<file path="src/include/decodeExecute_params.svh">
`ifndef DECODE_EXECUTE_PARAMS_SVH
`define DECODE_EXECUTE_PARAMS_SVH

// Width of data words and instruction words
`define DataWidth 32

// Width of a register number
`define RegAddrWidth 5

// Number of architectural registers, register 0 included
`define RegCount 32

`endif

</file>
<file path="src/source/DecodeExecutePkg.sv">
package DecodeExecutePkg;

    ////////////////////////////////////////////////////////////////////////////
    // Instruction encodings
    ////////////////////////////////////////////////////////////////////////////

    // Primary opcode, bits 31:26
    typedef enum logic [5:0] {
        OpSpecial = 6'h00,
        OpAddiu   = 6'h09,
        OpAndi    = 6'h0c,
        OpOri     = 6'h0d,
        OpLui     = 6'h0f
    } OpcodeE;

    // Function code of SPECIAL, bits 5:0
    typedef enum logic [5:0] {
        FnSll  = 6'h00,
        FnSrl  = 6'h02,
        FnAddu = 6'h21,
        FnSubu = 6'h23,
        FnAnd  = 6'h24,
        FnOr   = 6'h25,
        FnXor  = 6'h26,
        FnSlt  = 6'h2a
    } FunctE;

    ////////////////////////////////////////////////////////////////////////////
    // Execute controls
    ////////////////////////////////////////////////////////////////////////////

    typedef enum logic [3:0] {
        AluAdd = 4'd0,
        AluSub = 4'd1,
        AluAnd = 4'd2,
        AluOr  = 4'd3,
        AluXor = 4'd4,
        AluSlt = 4'd5,
        AluSll = 4'd6,
        AluSrl = 4'd7,
        AluLui = 4'd8
    } AluOpE;

endpackage

</file>
<file path="src/source/InstructionDecoder.sv">
`include "decodeExecute_params.svh"

module InstructionDecoder (
    input  logic                     InstrValid,
    input  logic [`DataWidth-1:0]    InstrWord,
    output logic [`RegAddrWidth-1:0] RsAddr,
    output logic [`RegAddrWidth-1:0] RtAddr,
    output logic                     RegWrite,
    output logic                     AluSrc,
    output DecodeExecutePkg::AluOpE  AluOp,
    output logic [`RegAddrWidth-1:0] DestReg,
    output logic [`RegAddrWidth-1:0] Shamt,
    output logic [`DataWidth-1:0]    Imm
);

    DecodeExecutePkg::OpcodeE opcode;
    DecodeExecutePkg::FunctE  funct;
    logic [`RegAddrWidth-1:0] rdAddr;
    logic [15:0]              imm16;
    logic                     supported;

    // Instruction fields
    assign opcode = DecodeExecutePkg::OpcodeE'(InstrWord[31:26]);
    assign funct  = DecodeExecutePkg::FunctE'(InstrWord[5:0]);
    assign RsAddr = InstrWord[25:21];
    assign RtAddr = InstrWord[20:16];
    assign rdAddr = InstrWord[15:11];
    assign Shamt  = InstrWord[10:6];
    assign imm16  = InstrWord[15:0];

    always_comb begin
        // I-type defaults: rt is the destination, immediate as operand B
        supported = 1'b1;
        AluSrc    = 1'b1;
        AluOp     = DecodeExecutePkg::AluAdd;
        DestReg   = RtAddr;
        Imm       = {{(`DataWidth-16){1'b0}}, imm16};
        case (opcode)
            DecodeExecutePkg::OpSpecial: begin
                AluSrc  = 1'b0;
                DestReg = rdAddr;
                case (funct)
                    DecodeExecutePkg::FnSll:  AluOp = DecodeExecutePkg::AluSll;
                    DecodeExecutePkg::FnSrl:  AluOp = DecodeExecutePkg::AluSrl;
                    DecodeExecutePkg::FnAddu: AluOp = DecodeExecutePkg::AluAdd;
                    DecodeExecutePkg::FnSubu: AluOp = DecodeExecutePkg::AluSub;
                    DecodeExecutePkg::FnAnd:  AluOp = DecodeExecutePkg::AluAnd;
                    DecodeExecutePkg::FnOr:   AluOp = DecodeExecutePkg::AluOr;
                    DecodeExecutePkg::FnXor:  AluOp = DecodeExecutePkg::AluXor;
                    DecodeExecutePkg::FnSlt:  AluOp = DecodeExecutePkg::AluSlt;
                    default:                  supported = 1'b0;
                endcase
            end
            DecodeExecutePkg::OpAddiu: begin
                // Only ADDIU sign-extends
                AluOp = DecodeExecutePkg::AluAdd;
                Imm   = {{(`DataWidth-16){imm16[15]}}, imm16};
            end
            DecodeExecutePkg::OpAndi: AluOp = DecodeExecutePkg::AluAnd;
            DecodeExecutePkg::OpOri:  AluOp = DecodeExecutePkg::AluOr;
            DecodeExecutePkg::OpLui:  AluOp = DecodeExecutePkg::AluLui;
            default:                  supported = 1'b0;
        endcase
    end

    // Anything not valid or not supported turns into a bubble
    assign RegWrite = InstrValid && supported;

endmodule

</file>
<file path="src/source/RegisterFile.sv">
`include "decodeExecute_params.svh"

module RegisterFile (
    input  logic                     Clock,
    input  logic                     arstN,
    input  logic [`RegAddrWidth-1:0] RsAddr,
    input  logic [`RegAddrWidth-1:0] RtAddr,
    output logic [`DataWidth-1:0]    RsData,
    output logic [`DataWidth-1:0]    RtData,
    input  logic                     WrEn,
    input  logic [`RegAddrWidth-1:0] WrAddr,
    input  logic [`DataWidth-1:0]    WrData
);

    // Register 0 has no storage and always reads as zero
    logic [`DataWidth-1:0] regs [1:`RegCount-1];

    always_ff @(posedge Clock or negedge arstN) begin
        if (!arstN) begin
            for (int i = 1; i < `RegCount; i++) begin
                regs[i] <= '0;
            end
        end else if (WrEn && (WrAddr != '0)) begin
            regs[WrAddr] <= WrData;
        end
    end

    // Reads see a write of the same cycle
    always_comb begin
        if (RsAddr == '0) begin
            RsData = '0;
        end else if (WrEn && (WrAddr == RsAddr)) begin
            RsData = WrData;
        end else begin
            RsData = regs[RsAddr];
        end
        if (RtAddr == '0) begin
            RtData = '0;
        end else if (WrEn && (WrAddr == RtAddr)) begin
            RtData = WrData;
        end else begin
            RtData = regs[RtAddr];
        end
    end

endmodule

</file>
<file path="src/source/IdExReg.sv">
`include "decodeExecute_params.svh"

module IdExReg (
    input  logic                     Clock,
    input  logic                     arstN,
    input  logic                     WriteEnable,
    // Decode side
    input  logic                     RegWriteIn,
    input  logic                     AluSrcIn,
    input  DecodeExecutePkg::AluOpE  AluOpIn,
    input  logic [`RegAddrWidth-1:0] DestRegIn,
    input  logic [`RegAddrWidth-1:0] ShamtIn,
    input  logic [`DataWidth-1:0]    ImmIn,
    input  logic [`RegAddrWidth-1:0] RsRegIn,
    input  logic [`RegAddrWidth-1:0] RtRegIn,
    input  logic [`DataWidth-1:0]    RsDataIn,
    input  logic [`DataWidth-1:0]    RtDataIn,
    input  logic [`DataWidth-1:0]    CountIn,
    // Execute side
    output logic                     RegWriteOut,
    output logic                     AluSrcOut,
    output DecodeExecutePkg::AluOpE  AluOpOut,
    output logic [`RegAddrWidth-1:0] DestRegOut,
    output logic [`RegAddrWidth-1:0] ShamtOut,
    output logic [`DataWidth-1:0]    ImmOut,
    output logic [`RegAddrWidth-1:0] RsRegOut,
    output logic [`RegAddrWidth-1:0] RtRegOut,
    output logic [`DataWidth-1:0]    RsDataOut,
    output logic [`DataWidth-1:0]    RtDataOut,
    output logic [`DataWidth-1:0]    CountOut
);

    always_ff @(posedge Clock or negedge arstN) begin
        if (!arstN) begin
            RegWriteOut <= 1'b0;
            AluSrcOut   <= 1'b0;
            AluOpOut    <= DecodeExecutePkg::AluAdd;
            DestRegOut  <= '0;
            ShamtOut    <= '0;
            ImmOut      <= '0;
            RsRegOut    <= '0;
            RtRegOut    <= '0;
            RsDataOut   <= '0;
            RtDataOut   <= '0;
            CountOut    <= '0;
        end else if (WriteEnable) begin
            // Hold everything while the pipeline is stalled
            RegWriteOut <= RegWriteIn;
            AluSrcOut   <= AluSrcIn;
            AluOpOut    <= AluOpIn;
            DestRegOut  <= DestRegIn;
            ShamtOut    <= ShamtIn;
            ImmOut      <= ImmIn;
            RsRegOut    <= RsRegIn;
            RtRegOut    <= RtRegIn;
            RsDataOut   <= RsDataIn;
            RtDataOut   <= RtDataIn;
            CountOut    <= CountIn;
        end
    end

endmodule

</file>
<file path="src/source/ExecuteUnit.sv">
`include "decodeExecute_params.svh"

module ExecuteUnit (
    input  logic                     RegWriteIn,
    input  logic                     AluSrc,
    input  DecodeExecutePkg::AluOpE  AluOp,
    input  logic [`RegAddrWidth-1:0] DestRegIn,
    input  logic [`RegAddrWidth-1:0] Shamt,
    input  logic [`DataWidth-1:0]    Imm,
    input  logic [`RegAddrWidth-1:0] RsReg,
    input  logic [`RegAddrWidth-1:0] RtReg,
    input  logic [`DataWidth-1:0]    RsData,
    input  logic [`DataWidth-1:0]    RtData,
    input  logic [`DataWidth-1:0]    CountIn,
    // Result stage entry, one instruction ahead
    input  logic                     FwdValid,
    input  logic [`RegAddrWidth-1:0] FwdReg,
    input  logic [`DataWidth-1:0]    FwdData,
    output logic [`DataWidth-1:0]    AluResult,
    output logic [`RegAddrWidth-1:0] DestReg,
    output logic                     RegWrite,
    output logic [`DataWidth-1:0]    Count
);

    logic [`DataWidth-1:0] operandA;
    logic [`DataWidth-1:0] rtValue;
    logic [`DataWidth-1:0] operandB;

    ////////////////////////////////////////////////////////////////////////////
    // Forwarding, register 0 excluded
    ////////////////////////////////////////////////////////////////////////////

    assign operandA = (FwdValid && (RsReg != '0) && (FwdReg == RsReg)) ? FwdData : RsData;
    assign rtValue  = (FwdValid && (RtReg != '0) && (FwdReg == RtReg)) ? FwdData : RtData;
    assign operandB = AluSrc ? Imm : rtValue;

    ////////////////////////////////////////////////////////////////////////////
    // ALU
    ////////////////////////////////////////////////////////////////////////////

    always_comb begin
        AluResult = '0;
        case (AluOp)
            DecodeExecutePkg::AluAdd: AluResult = operandA + operandB;
            DecodeExecutePkg::AluSub: AluResult = operandA - operandB;
            DecodeExecutePkg::AluAnd: AluResult = operandA & operandB;
            DecodeExecutePkg::AluOr:  AluResult = operandA | operandB;
            DecodeExecutePkg::AluXor: AluResult = operandA ^ operandB;
            DecodeExecutePkg::AluSlt: AluResult[0] = $signed(operandA) < $signed(operandB);
            // Shifts act on rt
            DecodeExecutePkg::AluSll: AluResult = operandB << Shamt;
            DecodeExecutePkg::AluSrl: AluResult = operandB >> Shamt;
            DecodeExecutePkg::AluLui: AluResult = operandB << 16;
            default:                  AluResult = '0;
        endcase
    end

    assign DestReg  = DestRegIn;
    assign RegWrite = RegWriteIn;
    assign Count    = CountIn;

endmodule

</file>
<file path="src/source/ResultStage.sv">
`include "decodeExecute_params.svh"

module ResultStage (
    input  logic                     Clock,
    input  logic                     arstN,
    input  logic                     Load,
    input  logic                     RegWriteIn,
    input  logic [`RegAddrWidth-1:0] DestIn,
    input  logic [`DataWidth-1:0]    DataIn,
    input  logic [`DataWidth-1:0]    CountIn,
    output logic                     ResultValid,
    output logic [`RegAddrWidth-1:0] ResultDest,
    output logic [`DataWidth-1:0]    ResultData,
    output logic [`DataWidth-1:0]    ResultCount,
    input  logic                     ResultReady,
    output logic                     WrEn,
    output logic [`RegAddrWidth-1:0] WrAddr,
    output logic [`DataWidth-1:0]    WrData,
    output logic                     FwdValid,
    output logic [`RegAddrWidth-1:0] FwdReg,
    output logic [`DataWidth-1:0]    FwdData
);

    // A bubble loads as an empty entry
    always_ff @(posedge Clock or negedge arstN) begin
        if (!arstN) begin
            ResultValid <= 1'b0;
        end else if (Load) begin
            ResultValid <= RegWriteIn;
        end
    end

    always_ff @(posedge Clock) begin
        if (Load) begin
            ResultDest  <= DestIn;
            ResultData  <= DataIn;
            ResultCount <= CountIn;
        end
    end

    // Write back on the handoff edge
    assign WrEn   = ResultValid && ResultReady;
    assign WrAddr = ResultDest;
    assign WrData = ResultData;

    assign FwdValid = ResultValid;
    assign FwdReg   = ResultDest;
    assign FwdData  = ResultData;

endmodule

</file>
<file path="src/source/DecodeExecuteCore.sv">
`include "decodeExecute_params.svh"

module DecodeExecuteCore (
    input  logic                     Clock,
    input  logic                     arstN,
    input  logic                     InstrValid,
    output logic                     InstrReady,
    input  logic [`DataWidth-1:0]    InstrWord,
    input  logic [`DataWidth-1:0]    InstrCount,
    output logic                     ResultValid,
    input  logic                     ResultReady,
    output logic [`DataWidth-1:0]    ResultData,
    output logic [`RegAddrWidth-1:0] ResultDest,
    output logic [`DataWidth-1:0]    ResultCount
);

    logic                     advance;

    // Decode
    logic [`RegAddrWidth-1:0] rsAddr, rtAddr, decDest, decShamt;
    logic [`DataWidth-1:0]    rsData, rtData, decImm;
    logic                     decRegWrite, decAluSrc;
    DecodeExecutePkg::AluOpE  decAluOp;

    // ID/EX
    logic [`RegAddrWidth-1:0] exDest, exShamt, exRsReg, exRtReg;
    logic [`DataWidth-1:0]    exImm, exRsData, exRtData, exCount;
    logic                     exRegWrite, exAluSrc;
    DecodeExecutePkg::AluOpE  exAluOp;

    // Execute out, write-back and forwarding
    logic [`DataWidth-1:0]    aluResult, aluCount, wrData, fwdData;
    logic [`RegAddrWidth-1:0] aluDest, wrAddr, fwdReg;
    logic                     aluRegWrite, wrEn, fwdValid;

    // Stall only while a result is waiting to be taken
    assign advance    = !(ResultValid && !ResultReady);
    assign InstrReady = advance;

    InstructionDecoder InstructionDecoder_i (
        .InstrValid (InstrValid), .InstrWord (InstrWord),
        .RsAddr (rsAddr), .RtAddr (rtAddr),
        .RegWrite (decRegWrite), .AluSrc (decAluSrc), .AluOp (decAluOp),
        .DestReg (decDest), .Shamt (decShamt), .Imm (decImm)
    );

    RegisterFile RegisterFile_i (
        .Clock (Clock), .arstN (arstN),
        .RsAddr (rsAddr), .RtAddr (rtAddr), .RsData (rsData), .RtData (rtData),
        .WrEn (wrEn), .WrAddr (wrAddr), .WrData (wrData)
    );

    IdExReg IdExReg_i (
        .Clock (Clock), .arstN (arstN), .WriteEnable (advance),
        .RegWriteIn (decRegWrite), .AluSrcIn (decAluSrc), .AluOpIn (decAluOp),
        .DestRegIn (decDest), .ShamtIn (decShamt), .ImmIn (decImm),
        .RsRegIn (rsAddr), .RtRegIn (rtAddr), .RsDataIn (rsData), .RtDataIn (rtData),
        .CountIn (InstrCount),
        .RegWriteOut (exRegWrite), .AluSrcOut (exAluSrc), .AluOpOut (exAluOp),
        .DestRegOut (exDest), .ShamtOut (exShamt), .ImmOut (exImm),
        .RsRegOut (exRsReg), .RtRegOut (exRtReg), .RsDataOut (exRsData),
        .RtDataOut (exRtData), .CountOut (exCount)
    );

    ExecuteUnit ExecuteUnit_i (
        .RegWriteIn (exRegWrite), .AluSrc (exAluSrc), .AluOp (exAluOp),
        .DestRegIn (exDest), .Shamt (exShamt), .Imm (exImm),
        .RsReg (exRsReg), .RtReg (exRtReg), .RsData (exRsData), .RtData (exRtData),
        .CountIn (exCount),
        .FwdValid (fwdValid), .FwdReg (fwdReg), .FwdData (fwdData),
        .AluResult (aluResult), .DestReg (aluDest), .RegWrite (aluRegWrite),
        .Count (aluCount)
    );

    ResultStage ResultStage_i (
        .Clock (Clock), .arstN (arstN), .Load (advance),
        .RegWriteIn (aluRegWrite), .DestIn (aluDest), .DataIn (aluResult),
        .CountIn (aluCount),
        .ResultValid (ResultValid), .ResultDest (ResultDest), .ResultData (ResultData),
        .ResultCount (ResultCount), .ResultReady (ResultReady),
        .WrEn (wrEn), .WrAddr (wrAddr), .WrData (wrData),
        .FwdValid (fwdValid), .FwdReg (fwdReg), .FwdData (fwdData)
    );

endmodule

</file>
<file path="config.mk">
export PLATFORM = sky130hd
export DESIGN_NAME = DecodeExecuteCore
export DESIGN_NICKNAME = d
export VERILOG_FILES = /design/src/source/DecodeExecutePkg.sv /design/src/source/InstructionDecoder.sv /design/src/source/RegisterFile.sv /design/src/source/IdExReg.sv /design/src/source/ExecuteUnit.sv /design/src/source/ResultStage.sv /design/src/source/DecodeExecuteCore.sv
export VERILOG_INCLUDE_DIRS = /design/src /design/src/include
export SDC_FILE = /design/constraint.sdc
export NUM_CORES = 2
export LEC_CHECK = 0
export ABC_AREA = 1
export BUFFER_PORTS_ARGS = -buffer_cell sky130_fd_sc_hd__clkbuf_2
export CAP_MARGIN = 30
export CORE_MARGIN = 2
export CORE_UTILIZATION = 55
export CTS_CLUSTER_DIAMETER = 150
export DETAILED_ROUTE_END_ITERATION = 12
export PLACE_DENSITY = 0.72
export SLEW_MARGIN = 20
export SYNTH_ARGS = -nofsm -noshare
export SYNTH_HDL_FRONTEND = slang
export SYNTH_SLANG_ARGS = --single-unit
</file>
<file path="constraint.sdc">
create_clock -name Clock -period 4.2 [get_ports Clock]
set_clock_uncertainty 0.15 [all_clocks]
set_input_delay 0.42 -clock Clock [delete_from_list [all_inputs] [get_ports Clock]]
set_output_delay 0.42 -clock Clock [all_outputs]
set_load 0.05 [all_outputs]
</file>
# Word-level counts from Yosys, hierarchy flattened
# Index checks and enable logic that the tools add are counted.
# word_totals
register_bits	1216
latch_bits	0
ramBits	0
rom_bits	0
inputBits	68
output_inout_bits	71
elab_cells	132
mem_count	0
# op_classes
add_sub_neg	2
n_mul	0
div	0
magnitude_cmp	5
eq_ne	23
shift	2
n_mux	25
bitwise_logic	6
n_reduce_logical	23
# op_table
op	n
$bwmux 992	1
$mux 32	13
$bmux 32 s5	2
$pmux 31 s8	1
$demux 32 s5	1
$eq 6x6->1 const B	6
$add 32x32->32	1
$and 32x32->32	1
$lt 32x32->1	1
$or 32x32->32	1
$shl 32x5->32	1
$shr 32x5->32	1
$sub 32x32->32	1
$xor 32x32->32	1
$eq 6x4->1 const B	4
$pmux 3 s7	1
$eq 5x5->1	4
$ge 6x6->1 const B	3
$not 5->6	3
$eq 4x3->1 const B	4
$pmux 4 s4	1
$reduce_bool 5->1	3
$logic_not 6->1	2
$logic_and 1x1->1	11
14 further kinds	18

# Longest topological paths before layout
# depth
word_depth	7
depth_mapped	29
depth_no_buf	28

# Modules after synthesis
# From an unflattened synthesis, not the netlist that was laid out.
# unflattened
hier_cells	11158
area_unflattened_um2	76170.6
# by_module_without_submodules
module	n_inst	cells_per_inst	area_each_um2	seq_area_each_um2
RegisterFile	1	8048	55831.0	24823.8
ExecuteUnit	1	2193	11214.5	0.0
IdExReg	1	650	5763.0	3853.7
ResultStage	1	151	2682.6	2097.0
InstructionDecoder	1	114	671.9	0.0
DecodeExecuteCore	1	2	7.5	0.0

# Worst setup path after synthesis
# Ideal clock, no wire load.
# synth_path
kind	register -> register
start	reg ResultStage_i.ResultDest[0], in the netlist ResultStage_i.FwdReg[0]
end	reg ResultStage_i.ResultData[24], in the netlist ResultStage_i.FwdData[24] (data pin)
setup_time_ps	260
arrival_ps	4019
t_required_ps	3790
setup_slack_ps	-229
stages_incl_launch_ff	29
path_buffers	2
synth_period_minus_slack_ps	4429
path_cell_list	edfxtp_1 > buf_4 > inv_2 > nand2_1 > o21ai_0 > nor2_1 > nand2_1 > nor2_1 > clkinv_1 > clkbuf_1 > nand2_1 > o21ai_0 > inv_1 > ha_1 > inv_1 > fa_1 > inv_1 > nand2_1 > o21ai_1 > a21oi_1 > o21ai_1 > inv_1 > o21ai_1 > nand2_1 > nand2_1 > a21oi_1 > or2_2 > nand3_1 > nand3_1
# synth_between
elab_chain_cells	6
elab_cells_between_ends	15
cone_classes	add/sub: 2; eq/ne: 2; shift: 2; mux: 4; bitwise: 3; reduce/logical: 2
# synth_rtl
item	line_no	source
from (decl)	ResultStage.sv:12	output logic [`RegAddrWidth-1:0] ResultDest,
from (signal assigned)	ResultStage.sv:35	ResultDest <= DestIn;
$eq 5x5->1	ExecuteUnit.sv:34	assign rtValue = (FwdValid && (RtReg != '0) && (FwdReg == RtReg)) ? FwdData : RtData;
$logic_and 1x1->1	ExecuteUnit.sv:34	
$mux 32	ExecuteUnit.sv:34	
$mux 32	ExecuteUnit.sv:35	assign operandB = AluSrc ? Imm : rtValue;
$sub 32x32->32 (tied with other cells)	ExecuteUnit.sv:45	DecodeExecutePkg::AluSub: AluResult = operandA - operandB;
$pmux 31 s8 (*)	ExecuteUnit.sv:43	case (AluOp)
to (signal assigned)	ResultStage.sv:36	ResultData <= DataIn;
to (decl)	ResultStage.sv:13	output logic [`DataWidth-1:0] ResultData,
# Mark *: on every way between the ends. The rest lies on a longest branch, timed or not.
# A chain may end at the register's enable or synchronous reset.

# Worst setup path in the final report
# layout_path
start	reg ResultStage_i.ResultDest[2], in the netlist ResultStage_i.FwdReg[2]
end	reg ResultStage_i.ResultData[31], in the netlist ResultStage_i.FwdData[31] (data pin)
# The elaborated chain is that of the path after synthesis.

==> results_dict.tcl <==
set metrics [dict create \
    synthArstFlopShare_pct 94.2 \
    viasPerCell 6.70 \
    reg2reg_from "ResultStage_i.FwdReg[2]" \
    finalSetupTns_ns 0 \
    syn-num-nets 9528 \
    grt_use_met1_pct 61.9 \
    hp-class "primary input to flop" \
    r2r_slack_ns 0.09 \
    worstPathMaxFanout 11 \
    hold_violations 0 \
    drtIter0Drc 11527 \
    postSynthAreaPerCell_um2 7.40 \
    route.detailed.drc 0 \
    total_power_mw 35.7 \
    rsz0062_at_grt "yes" \
    gr-usage-met3_pct 15.2 \
    gr-total-overflow 0 \
    synth_cells 9363 \
    cts.clk_slew.worst_paths_ns 0.06 \
    worstSetupPathType "flop to flop" \
    p_per_area_nw_per_um2 438 \
    ant_nets 0 \
    r2r_end "ResultStage_i.FwdData[31]" \
    syn-cell-area_um2 69300 \
    fin_util_pct 65.0 \
    first_pass_iters 9 \
    dpl.cell_count 10950 \
    leakage_nw 36.7 \
    clock-sinks 1196 \
    rows 130 \
    start_util_pct 55.3 \
    area_delta_synth_final_pct 17.6 \
    track_usage_pct 47.8 \
    ir_drop_mv 0.403 \
    cts_tree "done" \
    start_kind "flop" \
    holdPathStages 4 \
    hold_end "IdExReg_i.RtDataOut[10]" \
    wl_per_cell_um 28.0 \
    drive_above_1_share_pct 14.4 \
    ys.warnings.count 0 \
    grt_max_degree 123 \
    fin_crit_sh_pct 97.9 \
    grt-busiest-layer "met2" \
    yosys.area.top_type "dfrtp_1" \
    setup_viol 0 \
    drv_cap 0 \
    cts_made_buffers 135 \
    grt_pass1_vias 71519 \
    htreeDepth 4 \
    yosysUniqueCellTypes 60 \
    end_kind "flop" \
    synthTopCellsByArea "dfrtp_1 (41%), nand2_1 (13%), o21ai_0 (13%)" \
    slew_violations 0 \
    die_area_um2 129000 \
    fp.dieW_um 359 \
    maxSlewHeadroom_pct 24.4 \
    wirelength_mm 316 \
    cts_max_path_buffers 3 \
    fin_nets 9693 \
    antenna_found_initial 14 \
    clock.fmax_mhz 243 \
    synthFlopType "dfrtp_1" \
    r2r_cells 22 \
    outcome "finished clean" \
    clkLatencyLatePin_ns 0.82 \
    port_buffers 138 \
    die_h_um 359 \
    placed_cell_area_um2 74800 \
    synth_top_cell_area_share_pct 40.7 \
    ys_ff_latch 1196 \
    num_io_pins 139 \
    core_area_um2 125000 \
    tightestPinTransition_ns 1.13 \
    vias 75657 \
    arrival_ns 4.51 \
    hold_path.startpoint "ResultReady" \
    stdcell_area_um2 81500 \
    gp_congestion 1.05 \
    synth_seq_area_share_pct 43.7 \
    cp.required_ns 4.60 \
    min_period_ns 4.11 \
    hpwl_mm 199 \
    synth-edff-count 69 \
    grt_util_met2_pct 68.7 \
    grt_pass1_wl_mm 465 \
    instances_no_fill 11287 \
    cts.root.buffer_cell "clkbuf_16" \
]
## worst max-delay path: stages, from the launching register on
cell	delay, ns
edfxtp_1	0.49
inv_4	0.06
nand2_1	0.06
o21ai_0	0.06
nand3b_1	0.22
nor2_4	0.18
clkinv_4	0.14
buf_8	0.17
buf_12	0.15
buf_12	0.14
buf_4	0.14
nand2_1	0.05
o21ai_0	0.10
buf_4	0.17
ha_1	0.31
buf_4	0.20
inv_1	0.16
a21oi_2	0.26
o311ai_0	0.18
a21oi_1	0.21
nand3_1	0.10
nand3_1	0.08
nand2_1	0.06
## timing repair
| action | CTS | global route |
|---|---|---|
| endpoints found under the hold margin | 111 | 0 |
| cloned | 0 | 4 |
| resized for setup | 28 | 275 |
| hold buffers | 57 | 0 |
| pin swaps | 5 | 79 |
| setup endpoints to repair | 20 | 25 |
| buffers inserted | 3 | 24 |
## cell type report
| type | instances | area (um2) |
|---|---|---|
| timing repair buffer | 861 | 7430 |
| clock inverter | 50 | 634 |
| multi-input combinational | 6990 | 35700 |
| inverter | 344 | 1350 |
| clock buffer | 195 | 4040 |
| sequential | 1196 | 30300 |
| tap | 1650 | 2060 |
| fill | 10928 | 43900 |
| antenna | 1 | 2.50 |
## cells in the final DEF (no fill, tap or decap), types with 68 or more instances in the layout
cell type / instances
a21oi_1: 250
buf_4: 567
clkbuf_16: 145
clkbuf_2: 128
dfrtp_1: 1124
edfxtp_1: 69
ha_1: 75
inv_1: 299
nand2_1: 2416
nand2_2: 68
nand3_1: 686
nor2_1: 683
o21ai_0: 1737
o221ai_1: 434
o22ai_1: 107
## worst max path at each step
stage,startpoint,endpoint,cells after the start
CTS,ResultStage_i.FwdReg[0],ResultStage_i.FwdData[10],23
floorplan,ResultStage_i.FwdReg[2],ResultStage_i.FwdData[24],27
detailed placement,ResultStage_i.FwdReg[2],ResultStage_i.FwdData[18],21
global route,ResultStage_i.FwdReg[2],ResultStage_i.FwdData[31],23
global placement,ResultStage_i.FwdReg[3],ResultStage_i.FwdData[30],22
finish,ResultStage_i.FwdReg[2],ResultStage_i.FwdData[31],22
## flip-flops by register name, summed over array words and instances, names as in the netlist
signal                     flops
IdExReg_i.RsRegOut             5
IdExReg_i.RtRegOut             5
ResultStage_i.FwdReg           5
IdExReg_i.RsDataOut           32
ResultStage_i.FwdData         32
IdExReg_i.CountOut            32
IdExReg_i.RegWriteOut          1
ResultStage_i.FwdValid         1
RegisterFile_i.regs          992
IdExReg_i.AluSrcOut            1
IdExReg_i.AluOpOut             4
ResultStage_i.ResultCount     32
IdExReg_i.ImmOut              17
IdExReg_i.RtDataOut           32
IdExReg_i.DestRegOut           5
## routing by layer
layer,vias to the layer above,routed length (um)
met5,-,88
met4,16,24800
met3,1488,46000
met2,5997,131000
met1,35604,114000
li1,32552,-
## per-stage QoR
stage               setup slack (ns)  hold slack, ns
floorplan                    -0.0368         -0.0256
finish                        0.0868          0.0790
CTS                         -0.00405          0.0488
global route                 -0.0856          0.0775
global placement              -0.272           0.277
detailed placement            -0.244           0.280
## cell families (layout without fill, tap and decap cells)
kind of cell	Yosys count	after routing	synth area share [%]
AO/OA/AOI/OAI	2848	2848	24.0
AND/OR/NAND/NOR	4038	4038	23.8
buffers and inverters	1177	1450	6.62
other	0	1	0
adder cells (fa/ha/maj)	97	97	1.76
flip-flops	1196	1196	43.7
XOR/XNOR	7	7	0.0885
## cells in the mapped netlist, types with 6 or more instances
master    number
buf_1         78
o21a_1         7
nor3_1        30
o221ai_1     434
a22o_1        18
nand2_2       52
o31ai_1       25
clkbuf_1     677
nand2_1     2469
nor2_1       708
or2_2          9
nand3_2       17
buf_6          8
o21ai_0     1791
ha_1          96
edfxtp_1      69
a311oi_1      16
nand4_1       32
o211ai_1      14
a211oi_1      23
a21oi_1      286
a221oi_1      28
inv_2         18
inv_1        317
o21ai_1       34
o21ai_2       10
a21boi_0      20
dfrtp_1     1127
buf_2         65
o22ai_1      107
nor4_1         6
a31oi_1       12
nand3_1      699
## power by group
part	switching (mW)	internal (mW)
logic	6.52	2.92
registers	1.01	12.7
clock network	5.28	7.30
(Power assumes the default switching activity.)
